## config.mk

```make
export PLATFORM = sky130hd
export DESIGN_NAME = data_ram
export DESIGN_NICKNAME = d
export VERILOG_FILES = /design/src/hw/data_ram.sv
export VERILOG_INCLUDE_DIRS = /design/src /design/src/hw
export SDC_FILE = /design/constraint.sdc
export NUM_CORES = 2
export LEC_CHECK = 0
export BUFFER_PORTS_ARGS = -buffer_cell sky130_fd_sc_hd__buf_4
export CELL_PAD_IN_SITES_DETAIL_PLACEMENT = 0
export CELL_PAD_IN_SITES_GLOBAL_PLACEMENT = 1
export CORE_UTILIZATION = 30
export CTS_BUF_LIST = sky130_fd_sc_hd__clkbuf_4
export CTS_CLUSTER_SIZE = 28
export DETAILED_ROUTE_END_ITERATION = 10
export PLACE_DENSITY = 0.54
export RECOVER_POWER = 50
export SYNTH_ARGS = -nofsm -noshare
export SYNTH_HDL_FRONTEND = slang
export SYNTH_SLANG_ARGS = --single-unit
```

## constraint.sdc

```tcl
create_clock -name clock -period 2.65 [get_ports clock]
set_clock_uncertainty 0.05 [all_clocks]
set_input_delay 0.1325 -clock clock [delete_from_list [all_inputs] [get_ports clock]]
set_output_delay 0.1325 -clock clock [all_outputs]
set_load 0.01 [all_outputs]
```

## src/hw/cpu_defs.svh

```systemverilog
`ifndef CPU_DEFS_SVH
`define CPU_DEFS_SVH

// Core geometry
`define XLEN        32
`define REG_COUNT   32
`define REG_ADDR_W  5
`define DMEM_WORDS  64
`define RESET_PC    32'h0000_0000

`endif

```

## src/hw/data_ram.sv

```systemverilog
`timescale 1ns/1ps
`default_nettype none

`include "cpu_defs.svh"

module data_ram (
    input  wire logic                            clock,
    input  wire logic                            reset,
    input  wire logic [$clog2(`DMEM_WORDS)-1:0]  addr,   // Word index
    input  wire logic [`XLEN-1:0]                wdata,
    input  wire logic                            we,
    output logic      [`XLEN-1:0]                rdata
);
    logic [`XLEN-1:0] mem [`DMEM_WORDS];

    assign rdata = mem[addr];  // Async read

    always_ff @(posedge clock) begin
        if (reset) begin
            for (int i = 0; i < `DMEM_WORDS; i++) mem[i] <= '0;
        end else if (we) begin
            mem[addr] <= wdata;
        end
    end

endmodule

`default_nettype wire

```

==> impl_summary.txt <==
----------------------------------------------------
[Run status]
  Status ... finished with violations
  Violations in the final reports ... negative setup slack

[Logic synthesis]
  Synthesized netlist net count ... 7011
  Synth async-reset ratio ... 0%
  Count of different cell masters after synthesis ... 57
  Flip-flop cell with the highest count after synthesis ... edfxtp_1
  Sequential cell area fraction in the yosys report ... 66.3%
  Yosys top cell area share ... 66.3%
  Post-synth top area cell ... edfxtp_1
  Post-synth design cell area ... 92800 sq um
  Yosys synthesis warning count ... 0
  Syn Inst Count ... 6970
  Most used standard cell by instance count after synthesis ... and2_1
  Top post-synthesis cells by count ... and2_1 (2051), edfxtp_1 (2048), clkbuf_1 (566)
  Number of flops mapped to enable cells by yosys ... 2048
  Count of state elements after synthesis ... 2048
  Mean post-synth cell area ... 13.3 sq um
  Synth area leaders ... edfxtp_1 (66%), and2_1 (14%), a22oi_1 (3.0%)

[Floorplan]
  Die area ... 312000 sq um
  Die boundary width ... 558 um
  Core area ... 307000 sq um
  Row count ... 203
  Initial core utilization ... 30.2%
  Top-level I/O count ... 73
  Chip Height ... 558 um

[Flow run]
  Max-capacitance violation count ... 0

[GRT]
  Initial antenna violation count ... 41
  Met3 track utilization from global routing ... 3.91%
  Maximum number of pins on one net before global-route repair ... 65
  Grt peak-use layer ... met2
  Number of global-route vias before repair ... 64800
  Global-route congestion overflow total ... 0
  Wire length of the first global-routing pass ... 502000 um
  Global-route track usage on met1 ... 31.1%
  Met2 global-route usage ... 36.5%
  All-Layer GR Usage ... 22.7%

[Finish]
  Multi-input gate area ... 30300 sq um
  Final core utilization ... 38.0%
  Final net count ... 7979
  Area overhead of the layout relative to synthesis ... 25.7%
  Largest register by flop count ... mem
  Proportion of layout cells with a drive suffix above 1 ... 30.0%
  Flip-flop count of the largest register, all copies and words added ... 2048
  Area occupied by registers ... 61500 sq um
  Fillers ... 29600
  Top Registers ... mem x2048

[STA]
  Peak Freq ... 0.235 GHz
  Post-Route Setup TNS ... -1079.12 ns
  Number of setup violations in the final report ... 3657
  Worst rel slew slack ... 1.47%
  Hold violation count in the final report ... 0
  Least setup slack across all paths after layout ... -1.61 ns
  Unrepaired setup endpoints after global routing ... yes
  Final clock period utilization by the worst path ... 161%
  Final Max Tran Viols ... 0
  Period minus WS final ... 4.26 ns
  Slew of the pin with the lowest slew margin ... 1.48 ns

[Routing]
  Post-route DRC violation count ... 0
  Count of routing violations after the opening detailed-route iteration ... 6617
  Routed wire length ... 359000 um
  Final routed wire length divided by cell count ... 28.9 um
  Detailed-routing iteration count for the pre-antenna-repair pass ... 7
  Via Count ... 64300
  Number of routed nets with antenna violations ... 0
  Vias/cell ... 5.17

[Placed design]
  Final HPWL from detailed placement ... 236000 um
  Routability-driven placement congestion ratio ... 0.865
  Port Buf Inserts ... 72

[Worst hold path]
  HP Class ... in -> reg

[Critical path]
  Type of the worst setup path ... in -> out
  Maximum fanout along the worst path ... 30
  Sort of element at the end of the critical path ... output port
  Crit path launch type ... input pin
  Worst endpoint required time ... 2.47 ns
  Data arrival time of the critical path ... 4.08 ns

[Clock network]
  Setup bufs post-CTS ... 0
  Max Root-Sink Buffers ... 4
  CTS root buf ... clkbuf_4
  Clock slew seen by the registers of the worst setup and hold paths ... 0.07 ns
  CTS tree ... yes
  Clock sink total ... 2048
  H-tree lvl count ... 6
  Number of buffers created by CTS ... 595

[Power and ir drop]
  Total power divided by cell area ... 651 nW/um^2
  Total leakage power ... 41.9 nW
  Worst-case vdd ir drop ... 0.370 mV

----------------------------------------------------
==> layer usage <==
layer / wire length, um / vias up
li1: - / 28100
met1: 155000 / 33200
met2: 168000 / 2493
met3: 25000 / 495
met4: 10400 / 20
met5: 126 / -
==> stage by stage <==
step | power [W] | hold WS [ns] | area, sq um | setup WS [ns] | std cells
after global routing | 0.0787 | 0.107 | 117000 | -1.57 | 12400
after CTS | 0.0767 | 0.000194 | 116000 | -1.62 | 12500
after global placement | 0.0458 | 0.543 | 106000 | -1.45 | 11300
after detailed placement | 0.0459 | 0.557 | 106000 | -1.30 | 11300
after floorplan | 0.0412 | 0.534 | 92800 | 0.292 | 6970
final | 0.0759 | 0.193 | 117000 | -1.61 | 12400
==> cell type report <==
type	count	share of cell area, %
Sequential cell	2048	52.7
Multi-Input combinational cell	4149	26.0
Tap cell	4100	4.40
Clock inverter	156	0.940
Clock buffer	835	5.37
Antenna cell	16	0.0343
Timing Repair Buffer	1141	10.6
Inverter	3	0.0161
==> logic make-up (layout without fill, tap and decap cells) <==
family	Yosys count	in the layout	share of synthesized area, %
multiplexers	287	287	3.69
AO/OA/AOI/OAI	1326	1326	10.3
AND/OR/NAND/NOR	2536	2536	16.4
flip-flops	2048	2048	66.3
buffers and inverters	773	2135	3.41
other	0	16	0
==> cells in the final DEF, fill, tap and decap left out, drive strengths merged, types with 4 or more instances in the layout <==
cell type,netlist,final
a221o,41,41
diode,0,16
dlygate4sd3,0,117
buf,204,979
or3,16,16
clkinvlp,0,7
clkbuf,566,880
mux2,101,101
a211oi,26,26
a221oi,293,293
clkinv,0,114
a22oi,374,374
edfxtp,2048,2048
o22ai,162,162
and2,2051,2051
o211ai,40,40
o31ai,13,13
o221ai,18,18
o21ai,172,172
nor3,43,43
nand2b,4,4
o2bb2ai,4,4
inv,3,27
nor2,198,198
and3,5,5
mux4,34,34
nor4,16,16
nor2b,6,6
nand2,80,80
a21oi,136,136
nand3,7,7
mux2i,152,152
bufinv,0,11
or4,16,16
a22o,21,21
a31oi,8,8
or2,83,83
==> power by group <==
part           total, W  internal (W)  switching, W
sequential       0.0377        0.0372      0.000500
clock            0.0301        0.0156        0.0144
combinational   0.00814       0.00302       0.00511
total            0.0759        0.0559        0.0201
==> worst paths after layout <==
kind,startpoint,end,slack [ns],cells after the start
max,addr[2],rdata[25],-1.61,11
min,wdata[20],mem[62][20],0.19,5
==> critical path, cell delays in order <==
cell	delay, ns
clkbuf_2	1.04
clkbuf_2	0.63
buf_12	0.21
buf_12	0.14
or2_2	0.23
buf_12	0.16
o22ai_1	0.09
a221oi_1	0.47
o21ai_0	0.34
or3_4	0.42
buf_6	0.13
==> timing repair <==
action | CTS | global route
setup endpoints to repair | 32 | 32
hold buffers | 147 | 0
endpoints found under the hold margin | 3989 | 0
resized for setup | 344 | 148
cloned | 0 | 0
pin swaps | 104 | 105
Note: power is estimated with default switching activity, not from simulation.
