File: config.mk
export PLATFORM = sky130hd
export DESIGN_NAME = memory_stage
export DESIGN_NICKNAME = d
export VERILOG_FILES = /design/src/hw/rv_isa_pkg.sv /design/src/hw/pipe_pkg.sv /design/src/hw/memory_stage.sv
export VERILOG_INCLUDE_DIRS = /design/src /design/src/hw
export SDC_FILE = /design/constraint.sdc
export NUM_CORES = 1
export LEC_CHECK = 0
export BUFFER_PORTS_ARGS = -buffer_cell sky130_fd_sc_hd__buf_2
export CORE_ASPECT_RATIO = 0.9
export CORE_MARGIN = 5
export CORE_UTILIZATION = 42
export DETAILED_ROUTE_END_ITERATION = 10
export PLACE_DENSITY = 0.84
export SLEW_MARGIN = 10
export SYNTH_ARGS = -nofsm -noshare
export SYNTH_HDL_FRONTEND = slang
export SYNTH_SLANG_ARGS = --single-unit
File: constraint.sdc
create_clock -name clock -period 1.5 [get_ports clock]
set_clock_uncertainty 0.2 [all_clocks]
set_input_delay 0.15 -clock clock [delete_from_list [all_inputs] [get_ports clock]]
set_output_delay 0.15 -clock clock [all_outputs]
set_load 0.1 [all_outputs]
File: src/hw/cpu_defs.svh
`ifndef CPU_DEFS_SVH
`define CPU_DEFS_SVH

// Core geometry
`define XLEN        32
`define REG_COUNT   32
`define REG_ADDR_W  5
`define DMEM_WORDS  64
`define RESET_PC    32'h0000_0000

`endif

File: src/hw/rv_isa_pkg.sv
`default_nettype none

`include "cpu_defs.svh"

package rv_isa_pkg;

    typedef enum logic [6:0] {
        OPC_OP     = 7'b0110011,  // Register-register ALU
        OPC_OP_IMM = 7'b0010011,  // ADDI only
        OPC_LOAD   = 7'b0000011,
        OPC_STORE  = 7'b0100011,
        OPC_BRANCH = 7'b1100011   // BEQ only
    } opcode_e;

    localparam logic [2:0] F3_ADD_SUB = 3'b000;
    localparam logic [2:0] F3_SLT     = 3'b010;
    localparam logic [2:0] F3_XOR     = 3'b100;
    localparam logic [2:0] F3_OR      = 3'b110;
    localparam logic [2:0] F3_AND     = 3'b111;
    localparam logic [2:0] F3_LW      = 3'b010;
    localparam logic [2:0] F3_SW      = 3'b010;
    localparam logic [2:0] F3_BEQ     = 3'b000;

    localparam logic [6:0] F7_BASE = 7'b0000000;
    localparam logic [6:0] F7_SUB  = 7'b0100000;

    typedef enum logic [2:0] {ALU_ADD, ALU_SUB, ALU_AND, ALU_OR, ALU_XOR, ALU_SLT} alu_op_e;

    // R-type layout; other formats reuse the same bit positions
    typedef struct packed {
        logic [6:0]             funct7;
        logic [`REG_ADDR_W-1:0] rs2;
        logic [`REG_ADDR_W-1:0] rs1;
        logic [2:0]             funct3;
        logic [`REG_ADDR_W-1:0] rd;
        opcode_e                opcode;
    } rv_instr_t;

endpackage

`default_nettype wire

File: src/hw/pipe_pkg.sv
`default_nettype none

`include "cpu_defs.svh"

package pipe_pkg;
    import rv_isa_pkg::*;

    typedef struct packed {
        logic              valid;
        logic [`XLEN-1:0]  pc;
        logic [31:0]       instr;
    } if_id_t;

    typedef struct packed {
        logic                   valid;
        logic [`XLEN-1:0]       pc;
        logic [`XLEN-1:0]       rs1_value;
        logic [`XLEN-1:0]       rs2_value;
        logic [`XLEN-1:0]       imm;
        logic [`REG_ADDR_W-1:0] rd;
        alu_op_e                alu_op;
        logic                   alu_src_imm;  // Second operand is imm
        logic                   branch;
        logic                   mem_read;
        logic                   mem_write;
        logic                   reg_write;
    } id_ex_t;

    typedef struct packed {
        logic                   valid;
        logic [`XLEN-1:0]       result;       // ALU value or RAM byte address
        logic [`XLEN-1:0]       store_data;
        logic [`REG_ADDR_W-1:0] rd;
        logic                   mem_read;
        logic                   mem_write;
        logic                   reg_write;
    } ex_mem_t;

    typedef struct packed {
        logic                   valid;
        logic [`REG_ADDR_W-1:0] rd;
        logic [`XLEN-1:0]       value;
    } commit_t;

    typedef struct packed {
        logic             taken;
        logic [`XLEN-1:0] target;
    } redirect_t;

endpackage

`default_nettype wire

File: src/hw/memory_stage.sv
`timescale 1ns/1ps
`default_nettype none

`include "cpu_defs.svh"

module memory_stage import pipe_pkg::*; (
    input  wire logic                            clock,
    input  wire logic                            reset,
    input  wire logic                            enable,
    input  wire ex_mem_t                         ex_mem,
    output logic      [$clog2(`DMEM_WORDS)-1:0]  ram_addr,
    output logic      [`XLEN-1:0]                ram_wdata,
    output logic                                 ram_we,
    input  wire logic [`XLEN-1:0]                ram_rdata,
    output commit_t                              commit
);
    commit_t commit_q;  // Writeback register

    // Byte address to word index
    assign ram_addr  = ex_mem.result[$clog2(`DMEM_WORDS)+1:2];
    assign ram_wdata = ex_mem.store_data;
    assign ram_we    = enable && ex_mem.valid && ex_mem.mem_write;

    always_ff @(posedge clock) begin
        if (reset) begin
            commit_q <= '0;
        end else if (enable) begin
            commit_q.valid <= ex_mem.valid && ex_mem.reg_write;
            commit_q.rd    <= ex_mem.rd;
            commit_q.value <= ex_mem.mem_read ? ram_rdata : ex_mem.result;
        end
    end

    // No strobe while the core is frozen
    assign commit.valid = commit_q.valid && enable;
    assign commit.rd    = commit_q.rd;
    assign commit.value = commit_q.value;

endmodule

`default_nettype wire

==> results.yml <==
power:
  cellLeakagePower_uw: 0.001291
  combPwrFrac_pct: 37.1
  internal_power_uw: 1657
  ir_drop_mv: 0.5190
  pwr-share-seq_pct: 40.0
  p_switching_uw: 1128
  total_power_uw: 2785
  p_sw_share_pct: 40.50
  cellPowerDensity_nw_per_um2: 1100
  p_clk_share_pct: 22.9
floorplan:
  start_util_pct: 42.94
  row_count: 25
  die_x_um: 86.80
  io_pins: 185
  core_area_um2: 5192
  dieHeight_um: 79.12
  die_area_um2: 6868
cells_and_area:
  seqCellArea_um2: 760.7
  multi_input_area_um2: 780.7
  stdcell_count: 359
  fill_cells: 516
  drive_gt1_share_pct: 44.86
  fin_area_um2: 2532
  fin_nets: 400
  antenna_cells: 0
  fin_util_pct: 48.77
  area_growth_pct: 13.58
clocking:
  path_clk_slew_ns: 0.07
  cts_root_buf: "clkbuf_8"
  clk_latency_ns: 0.27
  numCtsBuffers: 5
  htreeDepth: 2
  cts_tree: "yes"
  clock_path_buffers: 2
  cts_sinks: 38
yosys:
  synthesis.area_um2: 2230
  ys_ff_latch: 38
  ys_seq_area_share_pct: 34.12
  avgSynthCellArea_um2: 9.290
  synth.area.top_cells: "dfxtp_1 (34%), buf_4 (26%), mux2i_1 (17%)"
  synth_top_area_share_pct: 34.12
  yosys_warnings: 0
  synth.distinct_cells: 15
  yosys.area.top_type: "dfxtp_1"
  syn_nets: 348
  synthCells: 240
setup_path:
  crit_slowest_cell: "buf_2"
  critical-path-top-delay-family: "buffers and inverters"
  cp-end-kind: "primary output"
  cp.required_ns: 1.15
  path_max_fanout: 2
  cp.arrival_ns: 1.06
  crit_type: "flip-flop to primary output"
  worstPathCellList: "buf_2"
  r2r_slack_ns: 0.63
  critPathBufInv: 1
  cpPeakStageDelay_ns: 0.44
  start_kind: "flip-flop"
job:
  maxCapViolCount: 0
route:
  avgViaCountPerCell: 4.674
  ant_nets: 0
  drt_wl_total_mm: 4.699
  first_pass_iters: 4
  vias: 1678
  route.detailed.drc: 0
  drt_iter0_drc: 34
  wl_per_cell_um: 13.09
timing:
  slew_viol_final: 0
  relSlewSlack_pct: 66.77
  fin_setup_tns_ns: 0
  setup_viol: 0
  min_period_over_period_pct: 93.72
  rsz0062_at_grt: "no"
  period_needed_ns: 1.406
  hold_viol: 0
  fmax_mhz: 711.3
  tightest_slew_ns: 0.5019
placement:
  io_buffers: 120
  gp_congestion: 0.7095
  dp.cells: 340
  placed_cell_area_um2: 2336
  hpwlAfterDp_mm: 3.507
hold_path:
  hold_path_class: "input port to flip-flop"
grt:
  grt_start_max_net_pins: 48
  grt_first_pass_wirelength_mm: 7.721
  grt_remaining_overflow: 0
  grt_pass1_vias: 1740
  track_usage_pct: 13.95
  grt_antenna_before_repair: 0
status:
  status: "finished clean"
power by group through the flow:
stage          clock (uW)  combinational (uW)  sequential (uW)
2_1_floorplan           0                1320             1130
3_3_place_gp            0                1000             1140
3_5_place_dp            0                1010             1140
4_1_cts               674                1040             1120
5_1_grt               714                1080             1120
6_report              638                1030             1110
state kept, by name, indices dropped and copies added, names as in the netlist:
| name | count |
|---|---|
| commit | 37 |
| commit_q | 1 |
cell type report:
class	instances	area share, %
timing repair buffer	136	32.81
clock buffer	7	3.014
multi-input combinational	111	30.83
sequential	38	30.04
tap	67	3.310
layer usage:
metal	track usage [%]	wire, um
met5	0	0
met4	7.321	144
met3	4.876	509
met2	24.43	2317
met1	14.50	1728
through the flow:
| step | hold WS, ns | setup WS [ns] |
|---|---|---|
| 2_1_floorplan | 0.09721 | 0.1692 |
| 3_3_place_gp | 0.1007 | 0.3590 |
| 3_5_place_dp | 0.1007 | 0.3045 |
| 4_1_cts | 0.0001600 | 0.07624 |
| 5_1_grt | 0.006289 | 0.04326 |
| 6_report | 0.007244 | 0.09415 |
final timing paths:
kind	start	end	depth (start not counted)
worst min-delay path	ex_mem[69]	commit[29]$_SDFFE_PP0P_	3
worst min register to register	commit_q[37]$_SDFFE_PP0P_	commit_q[37]$_SDFFE_PP0P_	2
worst max register to register	commit[9]$_SDFFE_PP0P_	commit[9]$_SDFFE_PP0P_	2
worst max-delay path	commit[0]$_SDFFE_PP0P_	commit[0]	1
layout by cell type (no fill, tap or decap):
master and n:
dfxtp_1 38, dlygate4sd3_1 12, and2_2 1, clkbuf_1 2, nand3_1 1, buf_2 118, buf_12 6, a21oi_1 1
and3_2 1, a211oi_1 32, mux2i_1 37, clkbuf_8 5, nand2b_1 1, nor2_1 37
Yosys cell counts:
| library cell | n |
|---|---|
| a211oi_1 | 32 |
| a21oi_1 | 1 |
| and2_1 | 1 |
| and3_1 | 1 |
| buf_1 | 2 |
| buf_12 | 3 |
| buf_2 | 6 |
| buf_4 | 76 |
| buf_6 | 1 |
| clkbuf_1 | 3 |
| dfxtp_1 | 38 |
| mux2i_1 | 37 |
| nand2b_1 | 1 |
| nand3_1 | 1 |
| nor2_1 | 37 |
logic make-up after synthesis:
family / synth area share [%]
AO/OA/AOI/OAI: 11.00
multiplexers: 16.61
buffers and inverters: 30.98
flip-flops: 34.12
AND/OR/NAND/NOR: 7.295
timing repair:
action | in CTS | in global routing
gates resized for setup | 0 | 0
buffers inserted | 0 | 0
hold buffers | 12 | 0
endpoints found under the hold margin | 11 | 0
Note: power is estimated with default switching activity, not from simulation.
