===== config.mk =====
export PLATFORM = sky130hd
export DESIGN_NAME = register_bank
export DESIGN_NICKNAME = d
export VERILOG_FILES = /design/src/hw/rv_isa_pkg.sv /design/src/hw/pipe_pkg.sv /design/src/hw/register_bank.sv
export VERILOG_INCLUDE_DIRS = /design/src /design/src/hw
export SDC_FILE = /design/constraint.sdc
export NUM_CORES = 2
export LEC_CHECK = 0
export BUFFER_PORTS_ARGS = -buffer_cell sky130_fd_sc_hd__buf_2
export CORE_UTILIZATION = 50
export DETAILED_ROUTE_END_ITERATION = 10
export GPL_TIMING_DRIVEN = 0
export PLACE_DENSITY = 0.78
export SYNTH_ARGS = -nofsm -noshare
export SYNTH_HDL_FRONTEND = slang
export SYNTH_SLANG_ARGS = --single-unit

===== constraint.sdc =====
create_clock -name clock -period 1.92 [get_ports clock]
set_clock_uncertainty 0.1 [all_clocks]
set_input_delay 0 -clock clock [delete_from_list [all_inputs] [get_ports clock]]
set_output_delay 0 -clock clock [all_outputs]
set_load 0.005 [all_outputs]

===== src/hw/cpu_defs.svh =====
`ifndef CPU_DEFS_SVH
`define CPU_DEFS_SVH

// Core geometry
`define XLEN        32
`define REG_COUNT   32
`define REG_ADDR_W  5
`define DMEM_WORDS  64
`define RESET_PC    32'h0000_0000

`endif


===== src/hw/rv_isa_pkg.sv =====
`default_nettype none

`include "cpu_defs.svh"

package rv_isa_pkg;

    typedef enum logic [6:0] {
        OPC_OP     = 7'b0110011,  // Register-register ALU
        OPC_OP_IMM = 7'b0010011,  // ADDI only
        OPC_LOAD   = 7'b0000011,
        OPC_STORE  = 7'b0100011,
        OPC_BRANCH = 7'b1100011   // BEQ only
    } opcode_e;

    localparam logic [2:0] F3_ADD_SUB = 3'b000;
    localparam logic [2:0] F3_SLT     = 3'b010;
    localparam logic [2:0] F3_XOR     = 3'b100;
    localparam logic [2:0] F3_OR      = 3'b110;
    localparam logic [2:0] F3_AND     = 3'b111;
    localparam logic [2:0] F3_LW      = 3'b010;
    localparam logic [2:0] F3_SW      = 3'b010;
    localparam logic [2:0] F3_BEQ     = 3'b000;

    localparam logic [6:0] F7_BASE = 7'b0000000;
    localparam logic [6:0] F7_SUB  = 7'b0100000;

    typedef enum logic [2:0] {ALU_ADD, ALU_SUB, ALU_AND, ALU_OR, ALU_XOR, ALU_SLT} alu_op_e;

    // R-type layout; other formats reuse the same bit positions
    typedef struct packed {
        logic [6:0]             funct7;
        logic [`REG_ADDR_W-1:0] rs2;
        logic [`REG_ADDR_W-1:0] rs1;
        logic [2:0]             funct3;
        logic [`REG_ADDR_W-1:0] rd;
        opcode_e                opcode;
    } rv_instr_t;

endpackage

`default_nettype wire


===== src/hw/pipe_pkg.sv =====
`default_nettype none

`include "cpu_defs.svh"

package pipe_pkg;
    import rv_isa_pkg::*;

    typedef struct packed {
        logic              valid;
        logic [`XLEN-1:0]  pc;
        logic [31:0]       instr;
    } if_id_t;

    typedef struct packed {
        logic                   valid;
        logic [`XLEN-1:0]       pc;
        logic [`XLEN-1:0]       rs1_value;
        logic [`XLEN-1:0]       rs2_value;
        logic [`XLEN-1:0]       imm;
        logic [`REG_ADDR_W-1:0] rd;
        alu_op_e                alu_op;
        logic                   alu_src_imm;  // Second operand is imm
        logic                   branch;
        logic                   mem_read;
        logic                   mem_write;
        logic                   reg_write;
    } id_ex_t;

    typedef struct packed {
        logic                   valid;
        logic [`XLEN-1:0]       result;       // ALU value or RAM byte address
        logic [`XLEN-1:0]       store_data;
        logic [`REG_ADDR_W-1:0] rd;
        logic                   mem_read;
        logic                   mem_write;
        logic                   reg_write;
    } ex_mem_t;

    typedef struct packed {
        logic                   valid;
        logic [`REG_ADDR_W-1:0] rd;
        logic [`XLEN-1:0]       value;
    } commit_t;

    typedef struct packed {
        logic             taken;
        logic [`XLEN-1:0] target;
    } redirect_t;

endpackage

`default_nettype wire


===== src/hw/register_bank.sv =====
`timescale 1ns/1ps
`default_nettype none

`include "cpu_defs.svh"

module register_bank import pipe_pkg::*; (
    input  wire logic                   clock,
    input  wire logic                   reset,
    input  wire logic [`REG_ADDR_W-1:0] rs1_addr,
    input  wire logic [`REG_ADDR_W-1:0] rs2_addr,
    output logic      [`XLEN-1:0]       rs1_value,
    output logic      [`XLEN-1:0]       rs2_value,
    input  wire commit_t                write
);
    logic [`XLEN-1:0] regs [`REG_COUNT];

    // x0 reads zero; a write in flight is bypassed to the read
    assign rs1_value = (rs1_addr == '0) ? '0 :
                       (write.valid && write.rd == rs1_addr) ? write.value : regs[rs1_addr];
    assign rs2_value = (rs2_addr == '0) ? '0 :
                       (write.valid && write.rd == rs2_addr) ? write.value : regs[rs2_addr];

    always_ff @(posedge clock) begin
        if (reset) begin
            for (int i = 0; i < `REG_COUNT; i++) regs[i] <= '0;
        end else if (write.valid && write.rd != '0) begin
            regs[write.rd] <= write.value;
        end
    end

endmodule

`default_nettype wire


==> impl_results.html <==
<table>
<tr><th>Metric</th><th>Value</th></tr>
<tr><th colspan="2">Status</th></tr>
<tr><td>Run status</td><td>finished with violations</td></tr>
<tr><td>Violated checks</td><td>max-capacitance violations, max-slew violations, negative setup slack</td></tr>
<tr><th colspan="2">Final layout</th></tr>
<tr><td>Core utilization of the finished layout</td><td>57.8%</td></tr>
<tr><td>Leading cell type in the layout, fill and taps excluded</td><td>sky130_fd_sc_hd__edfxtp_1</td></tr>
<tr><td>Max reg flops</td><td>1024</td></tr>
<tr><td>Leading registers by flop count</td><td>regs (1024)</td></tr>
<tr><td>Largest Register</td><td>regs</td></tr>
<tr><td>P&amp;R area growth vs syn</td><td>14.5%</td></tr>
<tr><td>Flip-flop and latch area</td><td>30700 µm²</td></tr>
<tr><td>Filler cell count in the final layout</td><td>8478</td></tr>
<tr><td>Layout cell share with drive strength beyond 1</td><td>26.4%</td></tr>
<tr><td>Total number of nets in the final design</td><td>4151</td></tr>
<tr><td>Multi-input logic area</td><td>24000 µm²</td></tr>
<tr><td>Most used cells in the layout excluding fill and tap cells</td><td>1024 x sky130_fd_sc_hd__edfxtp_1, 993 x sky130_fd_sc_hd__and2_1, 375 x sky130_fd_sc_hd__mux4_2</td></tr>
<tr><th colspan="2">Detailed routing</th></tr>
<tr><td>Via density</td><td>7.27</td></tr>
<tr><td>Routed length on met2</td><td>95100 µm</td></tr>
<tr><td>Top layer used by detailed routing</td><td>met5</td></tr>
<tr><td>Routed metal-1 wirelength</td><td>76600 µm</td></tr>
<tr><td>Count of routing violations after the opening detailed-route iteration</td><td>8219</td></tr>
<tr><td>Number of vias in the routed layout</td><td>40800</td></tr>
<tr><td>1st-pass router iterations</td><td>8</td></tr>
<tr><td>Post-DRT Antenna Nets</td><td>0</td></tr>
<tr><td>WL final</td><td>235000 µm</td></tr>
<tr><td>Avg WL per Cell</td><td>42.0 µm</td></tr>
<tr><td>DRC violation count after routing</td><td>0</td></tr>
<tr><td>Routed met3 length</td><td>40600 µm</td></tr>
<tr><th colspan="2">Clock tree</th></tr>
<tr><td>Clk Tree Root Cell</td><td>sky130_fd_sc_hd__clkbuf_16</td></tr>
<tr><td>CTS tree</td><td>done</td></tr>
<tr><td>Buffers from clock root to sink, at most</td><td>3</td></tr>
<tr><td>Clock sink count</td><td>1024</td></tr>
<tr><td>Level count of the clock H-tree</td><td>3</td></tr>
<tr><td>Clock Pin Slew Worst Setup and Hold Paths</td><td>0.06 ns</td></tr>
<tr><td>CTS buffer count</td><td>106</td></tr>
<tr><th colspan="2">Synthesis</th></tr>
<tr><td>Largest family of logic cells by synthesized area</td><td>multiplexers</td></tr>
<tr><td>Syn Area/Cell</td><td>14.5 µm²</td></tr>
<tr><td>Adder-Cell Fraction of Synth Area</td><td>0%</td></tr>
<tr><td>Count of state elements after synthesis</td><td>1024</td></tr>
<tr><td>Post-synthesis instance area</td><td>55100 µm²</td></tr>
<tr><td>Async S/R FF share, synth</td><td>0%</td></tr>
<tr><td>Area leader, netlist</td><td>sky130_fd_sc_hd__edfxtp_1</td></tr>
<tr><td>Portion of synthesized cell area occupied by the leading cell type</td><td>55.8%</td></tr>
<tr><td>EDFF count, synth</td><td>1024</td></tr>
<tr><td>Total of warnings raised by yosys</td><td>0</td></tr>
<tr><td>Unique cell type count in the Yosys netlist</td><td>52</td></tr>
<tr><td>Primary FF master, synth</td><td>sky130_fd_sc_hd__edfxtp_1</td></tr>
<tr><td>Area contributors post-synth</td><td>sky130_fd_sc_hd__edfxtp_1 56%, sky130_fd_sc_hd__mux4_2 15%, sky130_fd_sc_hd__and2_1 11%</td></tr>
<tr><td>Sequential area share after synthesis</td><td>55.8%</td></tr>
<tr><td>Compound-gate portion of the synthesized area</td><td>6.03%</td></tr>
<tr><td>Multiplexer share of the synthesized area</td><td>21.5%</td></tr>
<tr><td>Basic-gate share of the synthesized area counting and, or, nand and nor cells</td><td>13.0%</td></tr>
<tr><td>Syn Inst Count</td><td>3802</td></tr>
<tr><td>Post-synthesis share of cell area spent on xor and xnor gates</td><td>0.159%</td></tr>
<tr><th colspan="2">Timing</th></tr>
<tr><td>Max-slew violation count</td><td>11</td></tr>
<tr><td>Setup slack of the critical path after layout</td><td>-1.05 ns</td></tr>
<tr><td>Peak Freq</td><td>337 MHz</td></tr>
<tr><td>Unrepaired setup endpoints after global routing</td><td>true</td></tr>
<tr><td>Final setup vio count</td><td>204</td></tr>
<tr><td>Max transition margin</td><td>-1.68%</td></tr>
<tr><td>Actual slew at the worst max-slew pin</td><td>1.53 ns</td></tr>
<tr><td>Crit share post-route</td><td>155%</td></tr>
<tr><td>Worst hold margin</td><td>0.131 ns</td></tr>
<tr><td>Minimum clock period</td><td>2.97 ns</td></tr>
<tr><td>Total count of hold-check failures in the final report</td><td>0</td></tr>
<tr><th colspan="2">Worst setup path</th></tr>
<tr><td>Kind of end point of the critical path</td><td>primary output</td></tr>
<tr><td>Type of origin of the critical path</td><td>input pin</td></tr>
<tr><td>Largest incremental delay on the critical path</td><td>0.63 ns</td></tr>
<tr><td>Cell with the largest stage delay on the worst path</td><td>sky130_fd_sc_hd__buf_2</td></tr>
<tr><td>Critical path start-end classification</td><td>input pin to primary output</td></tr>
<tr><td>Data arrival, critical path</td><td>2.87 ns</td></tr>
<tr><td>Largest delay share family, worst path</td><td>buffers and inverters</td></tr>
<tr><td>Critical path's most frequent cell</td><td>sky130_fd_sc_hd__buf_2</td></tr>
<tr><td>Req. time, crit path</td><td>1.82 ns</td></tr>
<tr><td>Critical path cell sequence</td><td>buf_2 &gt; buf_4 &gt; buf_4 &gt; nor2_2 &gt; buf_2 &gt; a22oi_2 &gt; a21oi_1 &gt; a221o_1 &gt; buf_2</td></tr>
<tr><td>Worst path buffer plus inverter count</td><td>5</td></tr>
<tr><td>Maximum fanout along the worst path</td><td>10</td></tr>
<tr><th colspan="2">Global routing</th></tr>
<tr><td>Global-route wire length before repair</td><td>313000 µm</td></tr>
<tr><td>Overall track demand over capacity in global routing</td><td>41.8%</td></tr>
<tr><td>Vias in the first global route</td><td>38700</td></tr>
<tr><td>Largest net degree at the start of global routing</td><td>33</td></tr>
<tr><td>Remaining global-route overflow</td><td>0</td></tr>
<tr><td>Initial antenna violation count</td><td>10</td></tr>
<tr><th colspan="2">Floorplanning</th></tr>
<tr><td>Die X</td><td>334 µm</td></tr>
<tr><td>Chip Height</td><td>334 µm</td></tr>
<tr><td>Die outline area</td><td>111000 µm²</td></tr>
<tr><td>Area of the placeable core</td><td>109000 µm²</td></tr>
<tr><td>Starting density of the core</td><td>50.5%</td></tr>
<tr><td>Number of I/O pins</td><td>114</td></tr>
<tr><td>Site row count</td><td>121</td></tr>
<tr><th colspan="2">Run</th></tr>
<tr><td>Maximum Capacitance Violations</td><td>1</td></tr>
<tr><th colspan="2">Placed design</th></tr>
<tr><td>Routability cong.</td><td>1.08</td></tr>
<tr><td>Number of buffer cells added on primary ports</td><td>103</td></tr>
<tr><td>DPL Wire Length</td><td>161000 µm</td></tr>
<tr><th colspan="2">Pwr</th></tr>
<tr><td>Power per cell area</td><td>881 nW/µm²</td></tr>
<tr><td>Total power</td><td>55.5 mW</td></tr>
<tr><td>Leakage power</td><td>22.2 nW</td></tr>
<tr><td>Worst vdd rail ir drop</td><td>747 µV</td></tr>
<tr><th colspan="2">Min path</th></tr>
<tr><td>WHS Path Cells</td><td>2</td></tr>
<tr><td>Terminating pin of the worst hold path</td><td>regs[31][15]</td></tr>
<tr><td>Hold Crit Start</td><td>reset</td></tr>
<tr><td>Hold Path Class</td><td>input pin to flop</td></tr>
</table>
-- Yosys cell counts (2+ instances only) --
library cell,number
sky130_fd_sc_hd__edfxtp_1,1024
sky130_fd_sc_hd__and2_1,994
sky130_fd_sc_hd__mux4_2,375
sky130_fd_sc_hd__mux2i_1,330
sky130_fd_sc_hd__clkbuf_1,283
sky130_fd_sc_hd__a22oi_1,107
sky130_fd_sc_hd__a21oi_1,64
sky130_fd_sc_hd__nand2_1,64
sky130_fd_sc_hd__buf_2,50
sky130_fd_sc_hd__nor2_1,49
sky130_fd_sc_hd__o21ai_1,49
sky130_fd_sc_hd__o221ai_1,38
sky130_fd_sc_hd__o22ai_1,37
sky130_fd_sc_hd__buf_4,33
sky130_fd_sc_hd__a211oi_1,32
sky130_fd_sc_hd__a32o_1,32
sky130_fd_sc_hd__or2_2,32
sky130_fd_sc_hd__a221oi_1,27
sky130_fd_sc_hd__buf_6,26
sky130_fd_sc_hd__buf_1,21
sky130_fd_sc_hd__o221a_1,15
sky130_fd_sc_hd__o21ai_0,14
sky130_fd_sc_hd__nand3_1,13
sky130_fd_sc_hd__a221o_1,11
sky130_fd_sc_hd__a31oi_1,11
sky130_fd_sc_hd__xnor2_1,10
sky130_fd_sc_hd__a32oi_1,9
sky130_fd_sc_hd__mux2_2,6
sky130_fd_sc_hd__o2111ai_1,6
sky130_fd_sc_hd__nand2b_1,5
sky130_fd_sc_hd__nand3b_1,5
sky130_fd_sc_hd__nor2b_1,5
sky130_fd_sc_hd__and2_0,2
sky130_fd_sc_hd__clkinv_1,2
sky130_fd_sc_hd__nor3_1,2
sky130_fd_sc_hd__o211ai_1,2
sky130_fd_sc_hd__or3_1,2
-- logic make-up (layout without fill, tap and decap cells) --
logic type                count (synthesis)  in the layout
AOI/OAI and AO/OA                       457            457
xor gates and xnor gates                 10             10
buffers and inverters                   415            753
DFF                                    1024           1024
muxes                                   711            711
other                                     1             39
and+or+nand+nor                        1184           1201
-- worst max path at each step --
stage / from / endpoint / slack [ns] / depth (start not counted)
after detailed placement: rs2_addr[4] / rs2_value[11] / -1.96 / 8
after floorplan: write[34] / regs[17][0] / 0.06 / 4
after CTS: regs[14][14] / rs1_value[14] / -0.81 / 5
after global routing: regs[14][13] / rs1_value[13] / -0.85 / 5
after global placement: rs2_addr[4] / rs2_value[11] / -1.96 / 8
final: rs1_addr[2] / rs1_value[17] / -1.05 / 9
-- final cells by class --
cell class / instances / share of cell area, %
Timing Repair Buffer: 145 / 1.56
Clock inverter: 57 / 0.758
Inverter: 2 / 0.0199
Clock buffer: 138 / 4.50
Tap cell: 1414 / 2.81
Antenna cell: 7 / 0.0278
Sequential cell: 1024 / 48.8
Buffer: 411 / 3.51
Multi-Input combinational cell: 2411 / 38.0
-- timing repair --
item	CTS	global route
gates cloned	15	2
setup endpoints to repair	1161	419
setup buffers	7	1
hold buffers	33	0
resized for setup	394	106
pin swaps	96	24
hold endpoints to repair	620	0
-- where the power goes --
part	internal [mW]	switching (mW)	total (mW)
clock	11.4	9.13	20.6
combinational	3.05	5.46	8.51
sequential	25.8	0.645	26.5
total	40.3	15.2	55.5
-- metrics by stage --
stage	area (µm²)	worst slack [ns]	setup TNS (ns)	cells
global route	63000	-0.855	-45.47	5602
detailed placement	57500	-1.96	-1768.52	5351
CTS	62700	-0.808	-41.31	5599
finish	63000	-1.05	-50.88	5609
floorplan	55200	0.0594	0	3833
global placement	57500	-1.96	-1771.27	5350
-- layer usage --
metal | global-route usage [%] | vias up
met1 | 51.6 | 20300
met2 | 57.6 | 4178
met4 | 31.7 | 6
met3 | 18.3 | 1009
li1 | - | 15300
met5 | 0 | -
(Power assumes the default switching activity.)
