File: src/hw/cpu_defs.svh
`ifndef CPU_DEFS_SVH
`define CPU_DEFS_SVH

// Core geometry
`define XLEN        32
`define REG_COUNT   32
`define REG_ADDR_W  5
`define DMEM_WORDS  64
`define RESET_PC    32'h0000_0000

`endif

File: src/hw/rv_isa_pkg.sv
`default_nettype none

`include "cpu_defs.svh"

package rv_isa_pkg;

    typedef enum logic [6:0] {
        OPC_OP     = 7'b0110011,  // Register-register ALU
        OPC_OP_IMM = 7'b0010011,  // ADDI only
        OPC_LOAD   = 7'b0000011,
        OPC_STORE  = 7'b0100011,
        OPC_BRANCH = 7'b1100011   // BEQ only
    } opcode_e;

    localparam logic [2:0] F3_ADD_SUB = 3'b000;
    localparam logic [2:0] F3_SLT     = 3'b010;
    localparam logic [2:0] F3_XOR     = 3'b100;
    localparam logic [2:0] F3_OR      = 3'b110;
    localparam logic [2:0] F3_AND     = 3'b111;
    localparam logic [2:0] F3_LW      = 3'b010;
    localparam logic [2:0] F3_SW      = 3'b010;
    localparam logic [2:0] F3_BEQ     = 3'b000;

    localparam logic [6:0] F7_BASE = 7'b0000000;
    localparam logic [6:0] F7_SUB  = 7'b0100000;

    typedef enum logic [2:0] {ALU_ADD, ALU_SUB, ALU_AND, ALU_OR, ALU_XOR, ALU_SLT} alu_op_e;

    // R-type layout; other formats reuse the same bit positions
    typedef struct packed {
        logic [6:0]             funct7;
        logic [`REG_ADDR_W-1:0] rs2;
        logic [`REG_ADDR_W-1:0] rs1;
        logic [2:0]             funct3;
        logic [`REG_ADDR_W-1:0] rd;
        opcode_e                opcode;
    } rv_instr_t;

endpackage

`default_nettype wire

File: src/hw/pipe_pkg.sv
`default_nettype none

`include "cpu_defs.svh"

package pipe_pkg;
    import rv_isa_pkg::*;

    typedef struct packed {
        logic              valid;
        logic [`XLEN-1:0]  pc;
        logic [31:0]       instr;
    } if_id_t;

    typedef struct packed {
        logic                   valid;
        logic [`XLEN-1:0]       pc;
        logic [`XLEN-1:0]       rs1_value;
        logic [`XLEN-1:0]       rs2_value;
        logic [`XLEN-1:0]       imm;
        logic [`REG_ADDR_W-1:0] rd;
        alu_op_e                alu_op;
        logic                   alu_src_imm;  // Second operand is imm
        logic                   branch;
        logic                   mem_read;
        logic                   mem_write;
        logic                   reg_write;
    } id_ex_t;

    typedef struct packed {
        logic                   valid;
        logic [`XLEN-1:0]       result;       // ALU value or RAM byte address
        logic [`XLEN-1:0]       store_data;
        logic [`REG_ADDR_W-1:0] rd;
        logic                   mem_read;
        logic                   mem_write;
        logic                   reg_write;
    } ex_mem_t;

    typedef struct packed {
        logic                   valid;
        logic [`REG_ADDR_W-1:0] rd;
        logic [`XLEN-1:0]       value;
    } commit_t;

    typedef struct packed {
        logic             taken;
        logic [`XLEN-1:0] target;
    } redirect_t;

endpackage

`default_nettype wire

File: src/hw/fetch.sv
`timescale 1ns/1ps
`default_nettype none

`include "cpu_defs.svh"

module fetch import pipe_pkg::*; (
    input  wire logic             clock,
    input  wire logic             reset,
    input  wire logic             enable,
    output logic      [`XLEN-1:0] imem_addr,
    input  wire logic [31:0]      imem_data,
    input  wire redirect_t        redirect,
    output if_id_t                if_id
);
    logic [`XLEN-1:0] pc;

    assign imem_addr = pc;

    always_ff @(posedge clock) begin
        if (reset) begin
            pc    <= `RESET_PC;
            if_id <= '0;
        end else if (enable) begin
            if (redirect.taken) begin
                pc    <= redirect.target;
                if_id <= '0;  // Drop the word fetched this cycle
            end else begin
                pc          <= pc + `XLEN'd4;
                if_id.valid <= 1'b1;
                if_id.pc    <= pc;
                if_id.instr <= imem_data;
            end
        end
    end

endmodule

`default_nettype wire

File: config.mk
export PLATFORM = sky130hd
export DESIGN_NAME = fetch
export DESIGN_NICKNAME = d
export VERILOG_FILES = /design/src/hw/rv_isa_pkg.sv /design/src/hw/pipe_pkg.sv /design/src/hw/fetch.sv
export VERILOG_INCLUDE_DIRS = /design/src /design/src/hw
export SDC_FILE = /design/constraint.sdc
export NUM_CORES = 1
export LEC_CHECK = 0
export BUFFER_PORTS_ARGS = -buffer_cell sky130_fd_sc_hd__buf_2
export CELL_PAD_IN_SITES_DETAIL_PLACEMENT = 0
export CELL_PAD_IN_SITES_GLOBAL_PLACEMENT = 2
export CORE_MARGIN = 2
export CORE_UTILIZATION = 24
export CTS_CLUSTER_DIAMETER = 80
export CTS_CLUSTER_SIZE = 16
export DETAILED_ROUTE_END_ITERATION = 8
export GPL_ROUTABILITY_DRIVEN = 0
export PLACE_DENSITY = 0.81
export SETUP_SLACK_MARGIN = 0.3
export SLEW_MARGIN = 20
export SYNTH_ARGS = -nofsm -noshare
export SYNTH_HDL_FRONTEND = slang
export SYNTH_SLANG_ARGS = --single-unit
File: constraint.sdc
create_clock -name clock -period 1.8 [get_ports clock]
set_input_delay 0.09 -clock clock [delete_from_list [all_inputs] [get_ports clock]]
set_output_delay 0.09 -clock clock [all_outputs]
set_load 0.01 [all_outputs]
==> results of run 1 <==
-- through the flow --
step	cell area (sq um)	instances	setup WS [ns]	utilization [%]
4_1_cts	6370	957	0.170	36.8
6_report	6500	966	0.156	37.6
5_1_grt	6490	964	0.0838	37.6
2_1_floorplan	4370	512	0.208	-
3_3_place_gp	5470	882	0.152	31.6
3_5_place_dp	5470	882	0.110	31.6
-- cell families after synthesis --
family                     count (synthesis)
muxes                                      8
buffers and inverters                     49
DFF                                       97
AOI/OAI and AO/OA                        147
xor gates and xnor gates                   2
and+or+nand+nor                          208
adders and majority gates                  1
-- sequential cells by signal, summed over array words and instances (netlist names) --
| signal | count |
|---|---|
| imem_addr | 32 |
| if_id | 65 |
-- how the worst max path moves through the flow --
| stage | endpoint | slack (ns) | startpoint | depth (start not counted) |
|---|---|---|---|---|
| after detailed placement | imem_addr[28]$_SDFFE_PP0P_ | 0.11 | imem_addr[19]$_SDFFE_PP0P_ | 5 |
| after global placement | imem_addr[20]$_SDFFE_PP0P_ | 0.15 | imem_addr[3]$_SDFFE_PP0P_ | 6 |
| final | imem_addr[31]$_SDFFE_PP0P_ | 0.16 | imem_addr[11]$_SDFFE_PP0P_ | 5 |
| after global routing | imem_addr[31]$_SDFFE_PP0P_ | 0.08 | imem_addr[11]$_SDFFE_PP0P_ | 5 |
| after CTS | imem_addr[31]$_SDFFE_PP0P_ | 0.17 | imem_addr[9]$_SDFFE_PP0P_ | 5 |
| after floorplan | imem_addr[24]$_SDFFE_PP0P_ | 0.21 | imem_addr[3]$_SDFFE_PP0P_ | 6 |
-- synth_stat cells, drive strengths merged, types with 5 or more instances --
cell | number | area, sq um
and3 | 5 | 33.8
buf | 7 | 42.5
a22oi | 47 | 353
a21oi | 44 | 220
or3 | 7 | 43.8
nand4 | 13 | 87.6
o21ai | 19 | 95.1
o31ai | 6 | 50.1
mux2i | 8 | 80.1
dfxtp | 97 | 1940
nand2 | 56 | 210
nor2b | 6 | 37.5
nand3 | 42 | 258
a31oi | 9 | 56.3
nor2 | 64 | 248
a211oi | 7 | 52.6
clkbuf | 38 | 153
-- power groups by stage --
stage	sequential, W	clock, W	combinational [W]
6_report	0.00231	0.00204	0.000723
5_1_grt	0.00232	0.00219	0.000790
4_1_cts	0.00231	0.00209	0.000710
3_5_place_dp	0.00236	0	0.000631
3_3_place_gp	0.00236	0	0.000627
2_1_floorplan	0.00240	0	0.000296
-- worst min-delay path, stage by stage --
cell and delay, ns:
buf_2 0.08, a22oi_1 0.05, a31oi_1 0.12
-- area by class of cell --
class | count | area [sq um] | share of cell area (%)
diodes | 2 | 5.00 | 0.0770
clock buffers | 10 | 229 | 3.52
clock inverters | 6 | 73.8 | 1.14
inverters | 4 | 15.0 | 0.231
multi-input cells | 367 | 2250 | 34.6
flip-flops and latches | 97 | 2010 | 30.9
well taps | 225 | 282 | 4.33
repair buffers | 255 | 1640 | 25.2
-- layer usage --
layer | global-route usage, % | part of all wire (%) | up-vias
li1 | - | - | 2299
met1 | 20.3 | 42 | 2264
met2 | 29.5 | 48 | 217
met3 | 6.19 | 8.8 | 15
met4 | 4.47 | 1.5 | 2
met5 | 0 | 0.043 | -
-- repair_timing --
action / in CTS / in global routing
endpoints found under the hold margin: 34 / 0
gates resized for setup: 20 / 22
setup endpoints to repair: 20 / 22
pin swaps: 17 / 20
setup buffers: 24 / 7
gates cloned: 1 / 0
hold buffers: 34 / 0
==> qor.txt, run 1 <==
Hold Startpoint: redirect[20]
clock buffer depth: 2
Total Power: 0.00507 W
VDD IR max: 443 uV
sequential-to-total area share from yosys stat: 45.6%
max-slew violations: 0
Post-Synth Simple-Gate Area: 24.6%
final setup TNS: 0 ns
Seq cells post-synth: 97
Most used DFF post-synth: dfxtp_1
CP required: 2.03 ns
most frequent cells in the layout: 163 x buf_2, 75 x dfxtp_1, 60 x nor2_1, 55 x nand2_1, 48 x buf_4
CP Max Fanout: 4
Routed WL: 16.5 mm
Worst path slowest cell: nor4_4
CTS tree: built
I/O Buffers: 164
TritonCTS Buffers: 9
r2r setup slk: 0.16 ns
Comb power frac: 14.3%
die width: 137 um
Synth Area per Inst: 8.31 sq um
CP cell instances: nand3_4 > nor4_4 > nand3_1 > and3_1 > or3_1
leading cell type in the layout, fill and taps excluded: buf_2
largest net degree at the start of global routing: 56
R2R depth: 5
area share of fa/ha/maj cells after synthesis: 0.294%
Filler Cells Inserted: 1789
Async SR Flop Fraction: 0%
clock tree sinks: 97
Cells after Synth: 512
Startpoint Class: flop
static leakage: 2.79 nW
Core Footprint: 17300 sq um
syn nets: 581
fmax: 0.608 GHz
worst hold slack: 0.0259 ns
Pwr Density: 780 nW/um^2
Clock Tree Root: clkbuf_16
WS Path Type: flop to flop
Post-synth EDFFs: 0
worst flop-to-flop path startpoint: imem_addr[11]$_SDFFE_PP0P_
Int Pwr: 0.00365 W
Unique masters post-synth: 51
# Max-Cap Violations: 0
clk_skew: 0.00558 ns
sw power: 0.00142 W
first-pass GRT wire length: 24.8 mm
Synth Area in Compound Gates: 22.3%
Final Hold Vio Count: 0
First DRT Iteration DRCs: 288
Seq pwr share: 45.6%
Via density: 4.97
mux share of post-synthesis cell area: 1.88%
number of remaining DRC errors: 0
Clock Power Share: 40.2%
IO Count: 165
CTS HTree Levels: 3
Hold Path Sink: imem_addr[20]$_SDFFE_PP0P_
worst hold-check path type: primary input to flop
outcome: finished, final reports clean
Crit path max-delay family: simple AND/OR/NAND/NOR gates
Initial Utilization: 24.6%
relative slew slack: 60.2%
layout cells sized above 1: 39.8%
CTS clock-pin slew for the worst setup and hold paths: 0.07 ns
Tmin final: 1.64 ns
grt total ovfl: 0
initial antenna violation count: 3
TritonRoute pass-1 iters: 5
Post-DRT Antenna Nets: 0
Worst Setup End Kind: flop
Worst path max stage delay: 0.39 ns
Arrival @ worst endpoint: 1.88 ns
# rows: 48
crit path buf inv count: 0
largest family of logic cells by synthesized area: simple AND/OR/NAND/NOR gates
Die Y: 137 um
Vias: 4797
Sw Share: 27.9%
Hold Crit Depth: 3
all-layer global routing usage: 17.2%
RSZ-0062 raised after global routing: yes
WL per Instance: 17.0 um
Worst Tran Pin Value: 0.597 ns
vias in the first global route: 4566
nets: 803
xor and xnor fraction of the mapped netlist area: 0.412%
Die Area: 18800 sq um
clk_lat worst skew: 0.35 ns
reg-to-reg endpoint: imem_addr[31]$_SDFFE_PP0P_
dpl hpwl: 11.2 mm
Syn. warnings: 0
final setup fails: 0
mapped cell area: 4260 sq um
Area Growth Syn to Fin: 52.7%
fin crit share: 91.3%
No activity file was read; power rests on OpenSTA's default activity.
==> run 2, diff against run 1 <==
Settings changed: PLACE_DENSITY 0.81 to 0.74.
==> qor.txt, run 2 (synthesized netlist as in run 1, its figures left out) <==
final setup TNS: 0 ns (unchanged)
first-pass GRT wire length: 25.0 mm (was 24.8 mm)
Via density: 4.93 (was 4.97)
Core Footprint: 17300 sq um (unchanged)
grt total ovfl: 0 (unchanged)
Arrival @ worst endpoint: 1.94 ns (was 1.88 ns)
TritonRoute pass-1 iters: 4 (was 5)
clk_skew: 0.0109 ns (was 0.00558 ns)
most frequent cells in the layout: 163 x buf_2, 75 x dfxtp_1, 60 x nor2_1, 56 x nand2_1, 46 x a22oi_1 (was 163 x buf_2, 75 x dfxtp_1, 60 x nor2_1, 55 x nand2_1, 48 x buf_4)
Crit path max-delay family: simple AND/OR/NAND/NOR gates (unchanged)
Place WS: 0.108 ns (was 0.110 ns)
clk_lat worst skew: 0.35 ns (about the same)
Initial Utilization: 24.6% (unchanged)
Finished Cell Area: 6550 sq um (was 6500 sq um)
CTS clock-pin slew for the worst setup and hold paths: 0.07 ns (about the same)
IO Count: 165 (unchanged)
Post-DP Area: 5480 sq um (was 5470 sq um)
WS Path Type: flop to flop (unchanged)
CTS tree: built (unchanged)
Final Util: 37.9% (was 37.6%)
TritonCTS Buffers: 9 (unchanged)
cell mode on critical path: buf_6
initial antenna violation count: 1 (was 3)
clock buffer depth: 2 (unchanged)
all-layer global routing usage: 17.3% (was 17.2%)
max FFs per register: 65 (unchanged)
CP required: 2.07 ns (was 2.03 ns)
Die Area: 18800 sq um (unchanged)
crit path buf inv count: 2 (was 0)
worst hold-check path type: primary input to flop (unchanged)
Vias: 4760 (was 4797)
CP cell instances: nand3_4 > buf_6 > nor3_4 > buf_6 > nand4_1 > or3_1 > a31oi_1 (was nand3_4 > nor4_4 > nand3_1 > and3_1 > or3_1)
Worst path slowest cell: or3_1 (was nor4_4)
Pwr Density: 776 nW/um^2 (was 780 nW/um^2)
final setup fails: 0 (unchanged)
First DRT Iteration DRCs: 305 (was 288)
Worst Setup End Kind: flop (unchanged)
r2r setup slk: 0.12 ns (was 0.16 ns)
RSZ-0062 raised after global routing: yes (unchanged)
Die Y: 137 um (unchanged)
relative slew slack: 54.1% (was 60.2%)
CTS HTree Levels: 3 (unchanged)
Clock Tree Root: clkbuf_16 (unchanged)
fin crit share: 93.1% (was 91.3%)
VDD IR max: 422 uV (was 443 uV)
fmax: 0.597 GHz (was 0.608 GHz)
vias in the first global route: 4702 (was 4566)
I/O Buffers: 164 (unchanged)
max-slew violations: 0 (unchanged)
Tmin final: 1.68 ns (was 1.64 ns)
leading cell type in the layout, fill and taps excluded: buf_2 (unchanged)
fin cells: 965 (was 966)
Most flops, register: if_id (unchanged)
Startpoint Class: flop (unchanged)
# rows: 48 (unchanged)
setup ws final: 0.125 ns (was 0.156 ns)
dpl hpwl: 11.0 mm (was 11.2 mm)
Worst path max stage delay: 0.39 ns (about the same)
Routed WL: 16.4 mm (was 16.5 mm)
number of remaining DRC errors: 0 (unchanged)
static leakage: 2.81 nW (was 2.79 nW)
CP Max Fanout: 5 (was 4)
nets: 804 (was 803)
# Max-Cap Violations: 0 (unchanged)
outcome: finished, final reports clean (unchanged)
WL per Instance: 17.0 um (about the same)
largest net degree at the start of global routing: 60 (was 56)
Post-DRT Antenna Nets: 0 (unchanged)
layout cells sized above 1: 39.5% (was 39.8%)
die width: 137 um (unchanged)
Area Growth Syn to Fin: 54.0% (was 52.7%)
placed cells: 880 (was 882)
clock tree sinks: 97 (unchanged)
Final Hold Vio Count: 0 (unchanged)
Worst Tran Pin Value: 0.689 ns (was 0.597 ns)
==> run 2: cell count changes in the layout (fill, tap and decap cells not counted), moves of 2 or more <==
cell,delta
buf_12,+3
buf_4,-4
buf_6,+2
clkbuf_16,+2
o21ai_1,-2
==> run 2: worst reg2reg max path: cells and delay by family, from the launching register on <==
| family | cells | cell delay (ns) |
|---|---|---|
| simple gates | 4 | 0.79 |
| compound gates | 1 | 0.16 |
| buf+inv | 2 | 0.28 |
| flops | 1 | 0.36 |
==> run 2: final timing paths <==
check,start,endpoint,cells past startpoint
setup / recovery,imem_addr[9]$_SDFFE_PP0P_,imem_addr[20]$_SDFFE_PP0P_,7
hold / removal,redirect[22],imem_addr[22]$_SDFFE_PP0P_,3
setup reg to reg,imem_addr[9]$_SDFFE_PP0P_,imem_addr[20]$_SDFFE_PP0P_,7
hold reg to reg,if_id[32]$_SDFFE_PP0P_,if_id[32]$_SDFFE_PP0P_,2
==> run 2: metrics by stage <==
step / power (W) / hold WS [ns]
2_1_floorplan: 0.00270 / 0.226
3_3_place_gp: 0.00299 / 0.320
3_5_place_dp: 0.00300 / 0.334
4_1_cts: 0.00513 / 0.00652
5_1_grt: 0.00529 / 0.0342
6_report: 0.00508 / 0.0251
==> run 2: layer usage <==
metal / routed length [um] / track usage (%) / up-vias
met1: 6960 / 20.4 / 2259
met2: 7900 / 29.4 / 167
met5: 0 / 0 / -
met3: 1290 / 5.52 / 18
met4: 261 / 5.96 / 0
li1: - / - / 2316
==> run 2: what timing repair did <==
item                                   4_1_cts  5_1_grt
setup endpoints to repair                   19       23
endpoints found under the hold margin       34        0
cloned                                       1        0
hold buffers                                34        0
resized for setup                           12       29
pin swaps                                   16       21
buffers inserted                            22       12
==> run 2: final cells by class <==
class	instances	area [sq um]
fillers	1811	10700
multi-input cells	367	2250
flip-flops and latches	97	2000
repair buffers	256	1690
clock buffers	12	289
well taps	225	282
clock inverters	3	25.0
inverters	4	15.0
diodes	1	2.50
==> run 2: report_power, final <==
part | total [W] | internal (W) | switching (W)
registers | 0.00231 | 0.00223 | 0.0000806
clock network | 0.00205 | 0.00115 | 0.000903
logic | 0.000726 | 0.000326 | 0.000401
total | 0.00508 | 0.00370 | 0.00138
==> run 3, diff against run 2 <==
Settings changed: GPL_TIMING_DRIVEN set to 0.
==> qor.txt, run 3 (synthesized netlist as in run 1, its figures left out) <==
met2 Usage GRT: 31.4% (was 29.4%)
WS Path Type: flop to flop (unchanged)
Routed WL: 17.8 mm (was 16.4 mm)
IO Count: 165 (unchanged)
met1 Usage GRT: 23.6% (was 20.4%)
Core Footprint: 17300 sq um (unchanged)
leading cell type in the layout, fill and taps excluded: buf_2 (unchanged)
Hold Startpoint: imem_data[28] (was redirect[22])
Via density: 4.94 (was 4.93)
static leakage: 2.78 nW (was 2.81 nW)
TritonRoute pass-1 iters: 5 (was 4)
worst hold-check path type: primary input to flop (unchanged)
all-layer global routing usage: 19.1% (was 17.3%)
TritonCTS Buffers: 9 (unchanged)
RSZ-0062 raised after global routing: yes (unchanged)
r2r setup slk: 0.14 ns (was 0.12 ns)
Area Growth Syn to Fin: 53.8% (was 54.0%)
Post-DRT Antenna Nets: 0 (unchanged)
reg-to-reg endpoint: imem_addr[28]$_SDFFE_PP0P_ (was imem_addr[20]$_SDFFE_PP0P_)
layout cells sized above 1: 37.5% (was 39.5%)
Hold Path Sink: if_id[28]$_SDFFE_PP0P_ (was imem_addr[22]$_SDFFE_PP0P_)
Startpoint Class: flop (unchanged)
fmax: 0.603 GHz (was 0.597 GHz)
VDD IR max: 537 uV (was 422 uV)
CP required: 2.04 ns (was 2.07 ns)
Vias: 4871 (was 4760)
Die Area: 18800 sq um (unchanged)
relative slew slack: 52.1% (was 54.1%)
Worst Setup End Kind: flop (unchanged)
GRT Max-Usage Layer: met2 (unchanged)
Initial Utilization: 24.6% (unchanged)
worst hold slack: 0.0164 ns (was 0.0251 ns)
First DRT Iteration DRCs: 340 (was 305)
CP Max Fanout: 4 (was 5)
Tmin final: 1.66 ns (was 1.68 ns)
Hold Crit Depth: 3 (unchanged)
first-pass GRT wire length: 27.0 mm (was 25.0 mm)
vias in the first global route: 4820 (was 4702)
fin crit share: 92.1% (was 93.1%)
CTS clock-pin slew for the worst setup and hold paths: 0.07 ns (about the same)
dpl hpwl: 12.7 mm (was 11.0 mm)
R2R depth: 8 (was 7)
Filler Cells Inserted: 1800 (was 1811)
Most flops, register: if_id (unchanged)
initial antenna violation count: 2 (was 1)
number of remaining DRC errors: 0 (unchanged)
clk_skew: 0.00682 ns (was 0.0109 ns)
nets: 823 (was 804)
outcome: finished, final reports clean (unchanged)
Die Y: 137 um (unchanged)
Final Hold Vio Count: 0 (unchanged)
met3 Resource Use GR: 6.15% (was 5.52%)
largest net degree at the start of global routing: 16 (was 60)
die width: 137 um (unchanged)
grt total ovfl: 0 (unchanged)
Pwr Density: 757 nW/um^2 (was 776 nW/um^2)
max-slew violations: 0 (unchanged)
most frequent cells in the layout: 163 x buf_2, 72 x dfxtp_1, 61 x nor2_1, 56 x nand2_1, 47 x a22oi_1 (was 163 x buf_2, 75 x dfxtp_1, 60 x nor2_1, 56 x nand2_1, 46 x a22oi_1)
Final Util: 37.8% (was 37.9%)
clock tree sinks: 97 (unchanged)
CTS tree: built (unchanged)
max FFs per register: 65 (unchanged)
I/O Buffers: 161 (was 164)
# Max-Cap Violations: 0 (unchanged)
WL per Instance: 18.0 um (was 17.0 um)
worst flop-to-flop path startpoint: imem_addr[2]$_SDFFE_PP0P_ (was imem_addr[9]$_SDFFE_PP0P_)
# rows: 48 (unchanged)
final setup fails: 0 (unchanged)
Worst Tran Pin Value: 0.719 ns (was 0.689 ns)
CTS HTree Levels: 3 (unchanged)
Arrival @ worst endpoint: 1.89 ns (was 1.94 ns)
Clock Tree Root: clkbuf_16 (unchanged)
clk_lat worst skew: 0.35 ns (about the same)
clock buffer depth: 2 (unchanged)
## run 3: per-layer routing
metal  wire length [um]  part of all wire [%]
met5                  0                     0
met4                275                   1.5
met3               1620                   9.1
met2               8430                    47
met1               7440                    42
## run 3: final cells by class
cell class / instances / area, sq um / area share, %
flip-flops and latches: 97 / 2020 / 30.8
multi-input cells: 366 / 2250 / 34.4
clock inverters: 3 / 21.3 / 0.325
clock buffers: 13 / 262 / 4.00
well taps: 225 / 282 / 4.30
repair buffers: 231 / 1480 / 22.6
inverters: 4 / 15.0 / 0.229
diodes: 2 / 5.00 / 0.0765
plain buffers: 45 / 218 / 3.33
## run 3: worst max path at each step
stage / start / to / slack, ns / cells after the start
finish: imem_addr[2]$_SDFFE_PP0P_ / imem_addr[28]$_SDFFE_PP0P_ / 0.14 / 8
global route: imem_addr[2]$_SDFFE_PP0P_ / imem_addr[20]$_SDFFE_PP0P_ / 0.05 / 7
CTS: imem_addr[12]$_SDFFE_PP0P_ / imem_addr[24]$_SDFFE_PP0P_ / 0.14 / 8
detailed placement: imem_addr[3]$_SDFFE_PP0P_ / imem_addr[20]$_SDFFE_PP0P_ / -0.09 / 6
global placement: imem_addr[3]$_SDFFE_PP0P_ / imem_addr[20]$_SDFFE_PP0P_ / -0.09 / 6
floorplan: imem_addr[3]$_SDFFE_PP0P_ / imem_addr[24]$_SDFFE_PP0P_ / 0.21 / 6
## run 3: critical path: stages (launching register included)
cell	delay, ns
dfxtp_4	0.36
ha_4	0.17
nand3_4	0.08
buf_4	0.13
nor2_4	0.04
and3_4	0.16
buf_6	0.11
and3_4	0.15
or3_1	0.33
## run 3: report_power, final
part | leakage (nW) | switching [W] | internal, W
Sequential | 0.806 | 0.000104 | 0.00223
Combinational | 1.84 | 0.000406 | 0.000319
Clock | 0.140 | 0.000871 | 0.00103
## run 3: timing repair
item,CTS,global route
hold buffers,32,1
endpoints found under the hold margin,32,1
gates resized for setup,23,41
pin swaps,19,20
endpoints found under the setup margin,23,40
setup buffers,26,11
## run 3: per-stage QoR
| stage | TNS [ns] | instance area [sq um] | worst slack, ns | std cells | total power [W] |
|---|---|---|---|---|---|
| 2_1_floorplan | 0 | 4370 | 0.208 | 512 | 0.00270 |
| 3_3_place_gp | -0.391 | 5460 | -0.0860 | 898 | 0.00299 |
| 3_5_place_dp | -0.528 | 5460 | -0.0932 | 898 | 0.00300 |
| 4_1_cts | 0 | 6340 | 0.144 | 972 | 0.00497 |
| 5_1_grt | 0 | 6540 | 0.0469 | 984 | 0.00518 |
| 6_report | 0 | 6540 | 0.141 | 986 | 0.00496 |
